$ cat config.mk
export PLATFORM = sky130hd
export DESIGN_NAME = axi_cmd_bridge
export DESIGN_NICKNAME = d
export VERILOG_FILES = /design/src/hw/axi_cmd_pkg.sv /design/src/hw/axi_cmd_bridge.sv /design/src/hw/axi_read_resp.sv /design/src/hw/shifter_cmd_regs.sv /design/src/hw/axi_write_ctrl.sv
export VERILOG_INCLUDE_DIRS = /design/src /design/src/hw
export SDC_FILE = /design/constraint.sdc
export NUM_CORES = 1
export LEC_CHECK = 0
export BUFFER_PORTS_ARGS = -buffer_cell sky130_fd_sc_hd__buf_2
export CAP_MARGIN = 40
export CORE_AREA = 2 2 155 157
export DETAILED_ROUTE_END_ITERATION = 8
export DIE_AREA = 0 0 157 159
export PLACE_DENSITY = 0.53
export SYNTH_ARGS = -nofsm -noshare
export SYNTH_HDL_FRONTEND = slang
export SYNTH_SLANG_ARGS = --single-unit
export TNS_END_PERCENT = 50
$ cat constraint.sdc
create_clock -name s_axi_aclk -period 2.1 [get_ports s_axi_aclk]
set_input_delay 0.42 -clock s_axi_aclk [delete_from_list [all_inputs] [get_ports s_axi_aclk]]
set_output_delay 0.42 -clock s_axi_aclk [all_outputs]
set_load 0.01 [all_outputs]
$ cat src/hw/axi_cmd_settings.svh
`ifndef AXI_CMD_SETTINGS_SVH
`define AXI_CMD_SETTINGS_SVH

//////////////////////////////////////////////////////////////////////
// AXI4 bus widths
//////////////////////////////////////////////////////////////////////

// Byte address, covers the 0x00..0x3F register window
`define AXI_ADDR_WIDTH 6
`define AXI_DATA_WIDTH 128
`define AXI_ID_WIDTH   16

//////////////////////////////////////////////////////////////////////
// Shifter command widths
//////////////////////////////////////////////////////////////////////

// Delay up to 1,000,000,000 cycles
`define DELAY_WIDTH 30
// Up to 1000 events
`define EVENT_WIDTH 10

// Register offsets on the write side
`define ADDR_DELAY    6'h10
`define ADDR_EVENT    6'h20
`define ADDR_POLARITY 6'h30

`endif
$ cat src/hw/axi_cmd_pkg.sv
`include "axi_cmd_settings.svh"

package axi_cmd_pkg;

    //////////////////////////////////////////////////////////////////////
    // Command target of one write beat
    //////////////////////////////////////////////////////////////////////
    typedef enum logic [1:0] {
        CMD_NONE     = 2'd0,
        CMD_DELAY    = 2'd1,
        CMD_EVENT    = 2'd2,
        CMD_POLARITY = 2'd3
    } cmd_sel_t;

    // AXI response code, only the two used here
    typedef enum logic [1:0] {
        RESP_OKAY   = 2'b00,
        RESP_SLVERR = 2'b10
    } axi_resp_t;

    //////////////////////////////////////////////////////////////////////
    // Write data word, seen per target
    //////////////////////////////////////////////////////////////////////
    // Every field starts at bit 0, upper bits ignored
    typedef union packed {
        struct packed {
            logic [`AXI_DATA_WIDTH-`DELAY_WIDTH-1:0] pad;
            logic [`DELAY_WIDTH-1:0]                 value;
        } delay;
        struct packed {
            logic [`AXI_DATA_WIDTH-`EVENT_WIDTH-1:0] pad;
            logic [`EVENT_WIDTH-1:0]                 value;
        } events;
        // Polarity is the LSB alone
        struct packed {
            logic [`AXI_DATA_WIDTH-2:0] pad;
            logic                       value;
        } polarity;
    } cmd_word_u;

endpackage

$ cat src/hw/axi_cmd_bridge.sv
`timescale 1ns/1ps

`include "axi_cmd_settings.svh"

module axi_cmd_bridge (
    //////////////////////////////////////////////////////////////////////
    // Clock and reset
    //////////////////////////////////////////////////////////////////////
    input  logic                       s_axi_aclk,
    input  logic                       s_axi_aresetn,

    //////////////////////////////////////////////////////////////////////
    // AXI4 write channels
    //////////////////////////////////////////////////////////////////////
    input  logic [`AXI_ADDR_WIDTH-1:0] s_axi_awaddr,
    input  logic [`AXI_ID_WIDTH-1:0]   s_axi_awid,
    input  logic                       s_axi_awvalid,
    output logic                       s_axi_awready,
    input  logic [`AXI_DATA_WIDTH-1:0] s_axi_wdata,
    input  logic                       s_axi_wvalid,
    input  logic                       s_axi_wlast,
    output logic                       s_axi_wready,
    output logic                       s_axi_bvalid,
    input  logic                       s_axi_bready,
    output logic [1:0]                 s_axi_bresp,
    output logic [`AXI_ID_WIDTH-1:0]   s_axi_bid,

    //////////////////////////////////////////////////////////////////////
    // AXI4 read channels
    //////////////////////////////////////////////////////////////////////
    // Address not decoded, every read answers zero
    input  logic [`AXI_ADDR_WIDTH-1:0] s_axi_araddr,
    input  logic [`AXI_ID_WIDTH-1:0]   s_axi_arid,
    input  logic                       s_axi_arvalid,
    output logic                       s_axi_arready,
    output logic                       s_axi_rvalid,
    input  logic                       s_axi_rready,
    output logic [`AXI_DATA_WIDTH-1:0] s_axi_rdata,
    output logic [1:0]                 s_axi_rresp,
    output logic                       s_axi_rlast,
    output logic [`AXI_ID_WIDTH-1:0]   s_axi_rid,

    //////////////////////////////////////////////////////////////////////
    // Signal shifter commands
    //////////////////////////////////////////////////////////////////////
    output logic                       reset,
    output logic [`DELAY_WIDTH-1:0]    delay_value,
    output logic                       delay_set,
    output logic [`EVENT_WIDTH-1:0]    event_value,
    output logic                       event_set,
    output logic                       polarity_value,
    output logic                       polarity_set
);

    // Accepted beats from write FSM to command registers
    logic                   beat_valid;
    axi_cmd_pkg::cmd_sel_t  beat_sel;
    axi_cmd_pkg::cmd_word_u beat_word;

    // AW, W and B handling
    axi_write_ctrl u_write_ctrl (
        .s_axi_aclk    (s_axi_aclk),
        .s_axi_aresetn (s_axi_aresetn),
        .s_axi_awaddr  (s_axi_awaddr),
        .s_axi_awid    (s_axi_awid),
        .s_axi_awvalid (s_axi_awvalid),
        .s_axi_awready (s_axi_awready),
        .s_axi_wdata   (s_axi_wdata),
        .s_axi_wvalid  (s_axi_wvalid),
        .s_axi_wlast   (s_axi_wlast),
        .s_axi_wready  (s_axi_wready),
        .s_axi_bvalid  (s_axi_bvalid),
        .s_axi_bready  (s_axi_bready),
        .s_axi_bresp   (s_axi_bresp),
        .s_axi_bid     (s_axi_bid),
        .beat_valid    (beat_valid),
        .beat_sel      (beat_sel),
        .beat_word     (beat_word)
    );

    // One cycle set pulses toward the shifter
    shifter_cmd_regs u_cmd_regs (
        .s_axi_aclk     (s_axi_aclk),
        .s_axi_aresetn  (s_axi_aresetn),
        .beat_valid     (beat_valid),
        .beat_sel       (beat_sel),
        .beat_word      (beat_word),
        .reset          (reset),
        .delay_value    (delay_value),
        .delay_set      (delay_set),
        .event_value    (event_value),
        .event_set      (event_set),
        .polarity_value (polarity_value),
        .polarity_set   (polarity_set)
    );

    // AR and R handling
    axi_read_resp u_read_resp (
        .s_axi_aclk    (s_axi_aclk),
        .s_axi_aresetn (s_axi_aresetn),
        .s_axi_arid    (s_axi_arid),
        .s_axi_arvalid (s_axi_arvalid),
        .s_axi_arready (s_axi_arready),
        .s_axi_rvalid  (s_axi_rvalid),
        .s_axi_rready  (s_axi_rready),
        .s_axi_rdata   (s_axi_rdata),
        .s_axi_rresp   (s_axi_rresp),
        .s_axi_rlast   (s_axi_rlast),
        .s_axi_rid     (s_axi_rid)
    );

endmodule

$ cat src/hw/axi_read_resp.sv
`timescale 1ns/1ps

`include "axi_cmd_settings.svh"

module axi_read_resp (
    input  logic                       s_axi_aclk,
    input  logic                       s_axi_aresetn,

    // Read address
    input  logic [`AXI_ID_WIDTH-1:0]   s_axi_arid,
    input  logic                       s_axi_arvalid,
    output logic                       s_axi_arready,

    // Read data
    output logic                       s_axi_rvalid,
    input  logic                       s_axi_rready,
    output logic [`AXI_DATA_WIDTH-1:0] s_axi_rdata,
    output axi_cmd_pkg::axi_resp_t     s_axi_rresp,
    output logic                       s_axi_rlast,
    output logic [`AXI_ID_WIDTH-1:0]   s_axi_rid
);

    //////////////////////////////////////////////////////////////////////
    // Two state responder
    //////////////////////////////////////////////////////////////////////
    // Low in idle, high while the R beat is offered
    logic                     rd_busy;
    logic [`AXI_ID_WIDTH-1:0] arid_q;

    always_ff @(posedge s_axi_aclk) begin
        if (!s_axi_aresetn) begin
            rd_busy <= 1'b0;
        end else if (!rd_busy) begin
            if (s_axi_arvalid) begin
                rd_busy <= 1'b1;
            end
        end else if (s_axi_rready) begin
            rd_busy <= 1'b0;
        end
    end

    // ID echoed back on R
    always_ff @(posedge s_axi_aclk) begin
        if (s_axi_arvalid && s_axi_arready) begin
            arid_q <= s_axi_arid;
        end
    end

    // Single beat of zero, held until rready
    assign s_axi_arready = !rd_busy;
    assign s_axi_rvalid  = rd_busy;
    assign s_axi_rlast   = rd_busy;
    assign s_axi_rdata   = '0;
    assign s_axi_rresp   = axi_cmd_pkg::RESP_OKAY;
    assign s_axi_rid     = arid_q;

endmodule

$ cat src/hw/shifter_cmd_regs.sv
`timescale 1ns/1ps

`include "axi_cmd_settings.svh"

module shifter_cmd_regs (
    input  logic                    s_axi_aclk,
    input  logic                    s_axi_aresetn,

    // Accepted write beat
    input  logic                    beat_valid,
    input  axi_cmd_pkg::cmd_sel_t   beat_sel,
    input  axi_cmd_pkg::cmd_word_u  beat_word,

    // Shifter command outputs
    output logic                    reset,
    output logic [`DELAY_WIDTH-1:0] delay_value,
    output logic                    delay_set,
    output logic [`EVENT_WIDTH-1:0] event_value,
    output logic                    event_set,
    output logic                    polarity_value,
    output logic                    polarity_set
);

    //////////////////////////////////////////////////////////////////////
    // Command registers
    //////////////////////////////////////////////////////////////////////
    // Values only valid in the set cycle, zero otherwise
    always_ff @(posedge s_axi_aclk) begin
        if (!s_axi_aresetn) begin
            reset          <= 1'b1;
            delay_value    <= '0;
            delay_set      <= 1'b0;
            event_value    <= '0;
            event_set      <= 1'b0;
            polarity_value <= 1'b0;
            polarity_set   <= 1'b0;
        end else begin
            // Shifter leaves reset on the first clock after bus reset
            reset          <= 1'b0;
            delay_value    <= '0;
            delay_set      <= 1'b0;
            event_value    <= '0;
            event_set      <= 1'b0;
            polarity_value <= 1'b0;
            polarity_set   <= 1'b0;
            if (beat_valid) begin
                // Same data word read through the view of the target
                case (beat_sel)
                    axi_cmd_pkg::CMD_DELAY: begin
                        delay_value <= beat_word.delay.value;
                        delay_set   <= 1'b1;
                    end
                    axi_cmd_pkg::CMD_EVENT: begin
                        event_value <= beat_word.events.value;
                        event_set   <= 1'b1;
                    end
                    // Pulse makes a write of 0 visible too
                    axi_cmd_pkg::CMD_POLARITY: begin
                        polarity_value <= beat_word.polarity.value;
                        polarity_set   <= 1'b1;
                    end
                    default: begin
                        // CMD_NONE never forwarded, nothing to set
                    end
                endcase
            end
        end
    end

endmodule

$ cat src/hw/axi_write_ctrl.sv
`timescale 1ns/1ps

`include "axi_cmd_settings.svh"

module axi_write_ctrl (
    input  logic                       s_axi_aclk,
    input  logic                       s_axi_aresetn,

    // Write address
    input  logic [`AXI_ADDR_WIDTH-1:0] s_axi_awaddr,
    input  logic [`AXI_ID_WIDTH-1:0]   s_axi_awid,
    input  logic                       s_axi_awvalid,
    output logic                       s_axi_awready,

    // Write data
    input  logic [`AXI_DATA_WIDTH-1:0] s_axi_wdata,
    input  logic                       s_axi_wvalid,
    input  logic                       s_axi_wlast,
    output logic                       s_axi_wready,

    // Write response
    output logic                       s_axi_bvalid,
    input  logic                       s_axi_bready,
    output axi_cmd_pkg::axi_resp_t     s_axi_bresp,
    output logic [`AXI_ID_WIDTH-1:0]   s_axi_bid,

    // Beats toward the command registers
    output logic                       beat_valid,
    output axi_cmd_pkg::cmd_sel_t      beat_sel,
    output axi_cmd_pkg::cmd_word_u     beat_word
);

    //////////////////////////////////////////////////////////////////////
    // FSM encoding
    //////////////////////////////////////////////////////////////////////
    // Mapped address burst
    localparam logic [1:0] ST_IDLE  = 2'd0;
    localparam logic [1:0] ST_DATA  = 2'd1;
    // Unmapped address burst, beats swallowed
    localparam logic [1:0] ST_DRAIN = 2'd2;
    // B held until bready
    localparam logic [1:0] ST_RESP  = 2'd3;

    logic [1:0]                     state;
    axi_cmd_pkg::cmd_sel_t          addr_sel;
    axi_cmd_pkg::cmd_sel_t          sel_q;
    logic [`AXI_ID_WIDTH-1:0]       id_q;
    logic                           aw_hs;
    logic                           w_hs;
    logic                           b_hs;

    //////////////////////////////////////////////////////////////////////
    // Address decode
    //////////////////////////////////////////////////////////////////////
    // Exact match on the three offsets
    always_comb begin
        case (s_axi_awaddr)
            `ADDR_DELAY: begin
                addr_sel = axi_cmd_pkg::CMD_DELAY;
            end
            `ADDR_EVENT: begin
                addr_sel = axi_cmd_pkg::CMD_EVENT;
            end
            `ADDR_POLARITY: begin
                addr_sel = axi_cmd_pkg::CMD_POLARITY;
            end
            default: begin
                addr_sel = axi_cmd_pkg::CMD_NONE;
            end
        endcase
    end

    // Channel handshakes
    assign aw_hs = s_axi_awvalid && s_axi_awready;
    assign w_hs  = s_axi_wvalid && s_axi_wready;
    assign b_hs  = s_axi_bvalid && s_axi_bready;

    //////////////////////////////////////////////////////////////////////
    // State register
    //////////////////////////////////////////////////////////////////////
    always_ff @(posedge s_axi_aclk) begin
        if (!s_axi_aresetn) begin
            state <= ST_IDLE;
        end else begin
            case (state)
                ST_IDLE: begin
                    // Target picked on the AW handshake
                    if (aw_hs) begin
                        if (addr_sel == axi_cmd_pkg::CMD_NONE) begin
                            state <= ST_DRAIN;
                        end else begin
                            state <= ST_DATA;
                        end
                    end
                end
                ST_DATA, ST_DRAIN: begin
                    // Burst ends on wlast only, length is not tracked
                    if (w_hs && s_axi_wlast) begin
                        state <= ST_RESP;
                    end
                end
                ST_RESP: begin
                    if (b_hs) begin
                        state <= ST_IDLE;
                    end
                end
                default: begin
                    state <= ST_IDLE;
                end
            endcase
        end
    end

    // Target and ID of the current burst
    always_ff @(posedge s_axi_aclk) begin
        if (aw_hs) begin
            sel_q <= addr_sel;
            id_q  <= s_axi_awid;
        end
    end

    //////////////////////////////////////////////////////////////////////
    // Channel outputs
    //////////////////////////////////////////////////////////////////////
    // No new AW while a burst or its response is pending
    assign s_axi_awready = (state == ST_IDLE);
    assign s_axi_wready  = (state == ST_DATA) || (state == ST_DRAIN);
    assign s_axi_bvalid  = (state == ST_RESP);
    assign s_axi_bid     = id_q;
    // Unmapped bursts leave sel_q at CMD_NONE
    assign s_axi_bresp   = (sel_q == axi_cmd_pkg::CMD_NONE) ? axi_cmd_pkg::RESP_SLVERR
                                                              : axi_cmd_pkg::RESP_OKAY;

    // Beat forwarded in the handshake cycle itself
    assign beat_valid = (state == ST_DATA) && s_axi_wvalid;
    assign beat_sel   = sel_q;
    assign beat_word  = s_axi_wdata;

endmodule

==> results.ini <==
[status]
status = complete, no violations

[detailed_routing]
finalWirelength_um = 7630
first_iter_violations = 73
viasPerCell = 2.79
first_pass_iters = 6
drc = 0
wl_per_cell_um = 9.69
dr_total_vias = 2194
ant_nets = 0

[power]
switchingPower_uw = 1120
ir_drop_v = 0.000302
leakagePower_uw = 0.00223
combPwrFrac_pct = 16.0
sw_frac_of_total_pct = 26.9
p_clk_share_pct = 39.4
p_seq_share_pct = 44.6
p_int_uw = 3050
p_per_area_mw_per_mm2 = 924

[worst_setup_path]
crit_family = flip-flops
crit_fanout = 4
crit_path_max_incr_delay_ns = 0.38
critPathRequiredTime_ns = 1.68
reg2reg_depth = 5
critPathBufInv = 2
worstPathArrival_ns = 1.27
worst-path-stages = 3
end_kind = output pin
crit_type = reg2out
critPathLaunchType = flop
path_cells = inv_1, ha_1, buf_2
critical-path-slowest-cell = dfxtp_1

[die]
die_w_um = 157
initial_core_util_pct = 15.2
die_y_um = 159
die_area_mm2 = 0.0250
core_mm2 = 0.0232
num_io_pins = 395
fp-row-count = 56

[yosys]
synthesis.area_mm2 = 0.00352
yosysSeqAreaShare_pct = 56.4
synth.distinct_cells = 25
yosysWarnings = 0
syn_inst = 294
synth.ff_latch_count = 82
syn_avg_cell_area_um2 = 12.0

[clock_network]
cts_made_buffers = 9
postCtsSetupBuffers = 0
postCtsHoldBufs = 0
cts_tree = yes
ctsHtreeMaxLevel = 3
clk_latency_ns = 0.33
clk_pin_slew_worst_paths_ns = 0.07
clock_path_buffers = 2
cts_root_buf = clkbuf_16
cts.sinks = 82
cts_resized = 0

[sta]
max_clock_freq_mhz = 590
fin_worst_hold_slack_ns = 0.258
fin_crit_sh_pct = 80.7
setup_violations = 0
worst_pin_slew_ns = 0.599
maxSlewHeadroom_pct = 59.9
fin_skew_ns = 0.0109
rsz0062_at_grt = no
drv_slew = 0
timing_hold_violations_final = 0
setup_tns_ns = 0
finalCriticalPeriod_ns = 1.69

[global_route]
overflow = 0
grtUsageTotal_pct = 5.51
grt_pass1_wl_um = 10200
antenna_found_initial = 3
grt_max_degree = 32
grt_pass1_vias = 1762

[layout]
area_growth_pct = 28.4
drive_above_1_share_pct = 39.0
final_core_util_pct = 19.5
num-nets-final = 645

[hold_path]
hold_depth = 1
min_path_type = in2reg

[placement]
finalWeightedCongestion = 0.672
place_hpwl_um = 6070
port-buffer-count = 159

[flow_run]
max_cap_viol_count = 0

-- registers in the layout, indices dropped and copies added, names as in the netlist --
| signal | flops |
|---|---|
| u_cmd_regs.polarity_value | 1 |
| u_cmd_regs.delay_set | 1 |
| u_cmd_regs.polarity_set | 1 |
| u_read_resp.s_axi_rlast | 1 |
| u_cmd_regs.delay_value | 30 |
| u_write_ctrl.s_axi_bid | 16 |
| u_cmd_regs.reset | 1 |
| u_cmd_regs.event_set | 1 |
| u_read_resp.s_axi_rid | 16 |
| u_cmd_regs.event_value | 10 |
| u_write_ctrl.state | 2 |
| u_write_ctrl.beat_sel | 2 |
-- area by class of cell --
type                       instances  area (µm²)
fill                            2585       18700
sequential                        82        1980
multi-input combinational        201         973
timing repair buffer             163         826
tap                              319         399
clock buffer                      11         254
clock inverter                     5        60.1
inverter                           5        18.8
antenna                            1        2.50
-- placed cells by master, fill, tap and decap left out, types with 3 or more instances in the layout --
cell type	count
buf_2	159
conb_1	131
dfxtp_1	48
and2_1	44
edfxtp_1	34
clkbuf_16	10
inv_1	5
nor2_1	4
buf_4	4
ha_1	3
-- Yosys cell counts (all sizes together) --
library cell    n  area (µm²)
a211oi          2        15.0
a21bo           1        10.0
a21oi           1        5.00
a31oi           1        6.26
and2           44         275
and3            1        6.26
buf           136        1030
conb            1        3.75
dfxtp          48         961
edfxtp         34        1020
ha              3        37.5
inv             5        18.8
nand2           1        3.75
nand2b          2        12.5
nand3           1        10.0
nand4           2        12.5
nor2            4        15.0
nor2b           2        12.5
nor3            1        16.3
nor4            1        21.3
o21a            1        7.51
o22ai           1        6.26
o2bb2ai         1        8.76
-- worst paths after layout --
path,startpoint,to,slack [ns]
hold / removal,s_axi_awid[13],u_write_ctrl.s_axi_bid[13],0.26
hold reg to reg,u_write_ctrl.state[1],u_write_ctrl.state[1],0.51
setup / recovery,u_write_ctrl.state[0],s_axi_wready,0.41
setup reg to reg,u_write_ctrl.state[0],u_write_ctrl.state[0],0.61
-- worst reg2reg max path: cells and delay by family (launching register included) --
| kind | cells | cell delay, ns |
|---|---|---|
| compound gates | 2 | 0.44 |
| fa+ha+maj | 1 | 0.34 |
| simple gates | 1 | 0.20 |
| flops | 1 | 0.38 |
| buf+inv | 1 | 0.06 |
-- routing by layer --
layer  share of wire, %  GRT usage [%]
met5               0.35              0
met4                1.3           2.46
met3                 17           2.78
met2                 46           9.33
met1                 35           5.67
-- through the flow --
| step | setup slack [ns] | area, µm² | total power [µW] | std cells |
|---|---|---|---|---|
| global route | 0.309 | 4510 | 4400 | 786 |
| global placement | 0.588 | 4200 | 2560 | 770 |
| detailed placement | 0.590 | 4200 | 2570 | 770 |
| floorplan | 0.525 | 4000 | 2450 | 424 |
| CTS | 0.379 | 4510 | 4260 | 786 |
| finish | 0.406 | 4520 | 4170 | 787 |
-- power groups by stage --
| stage | sequential [µW] | clock [µW] | combinational, µW |
|---|---|---|---|
| final | 1860 | 1650 | 669 |
| after global routing | 1870 | 1790 | 743 |
| after CTS | 1860 | 1720 | 681 |
| after detailed placement | 1900 | 0 | 678 |
| after global placement | 1890 | 0 | 669 |
| after floorplan | 1950 | 0 | 496 |
-- cells by family (layout without fill, tap and decap cells) --
kind of cell    count (synthesis)  in the layout  synth area share, %
other cells                     1            132                0.107
buf+inv                       141            184                 29.8
compound gates                  8              8                 1.67
simple gates                   59             59                 11.0
flops                          82             82                 56.4
fa+ha+maj                       3              3                 1.07
(Power assumes the default switching activity.)
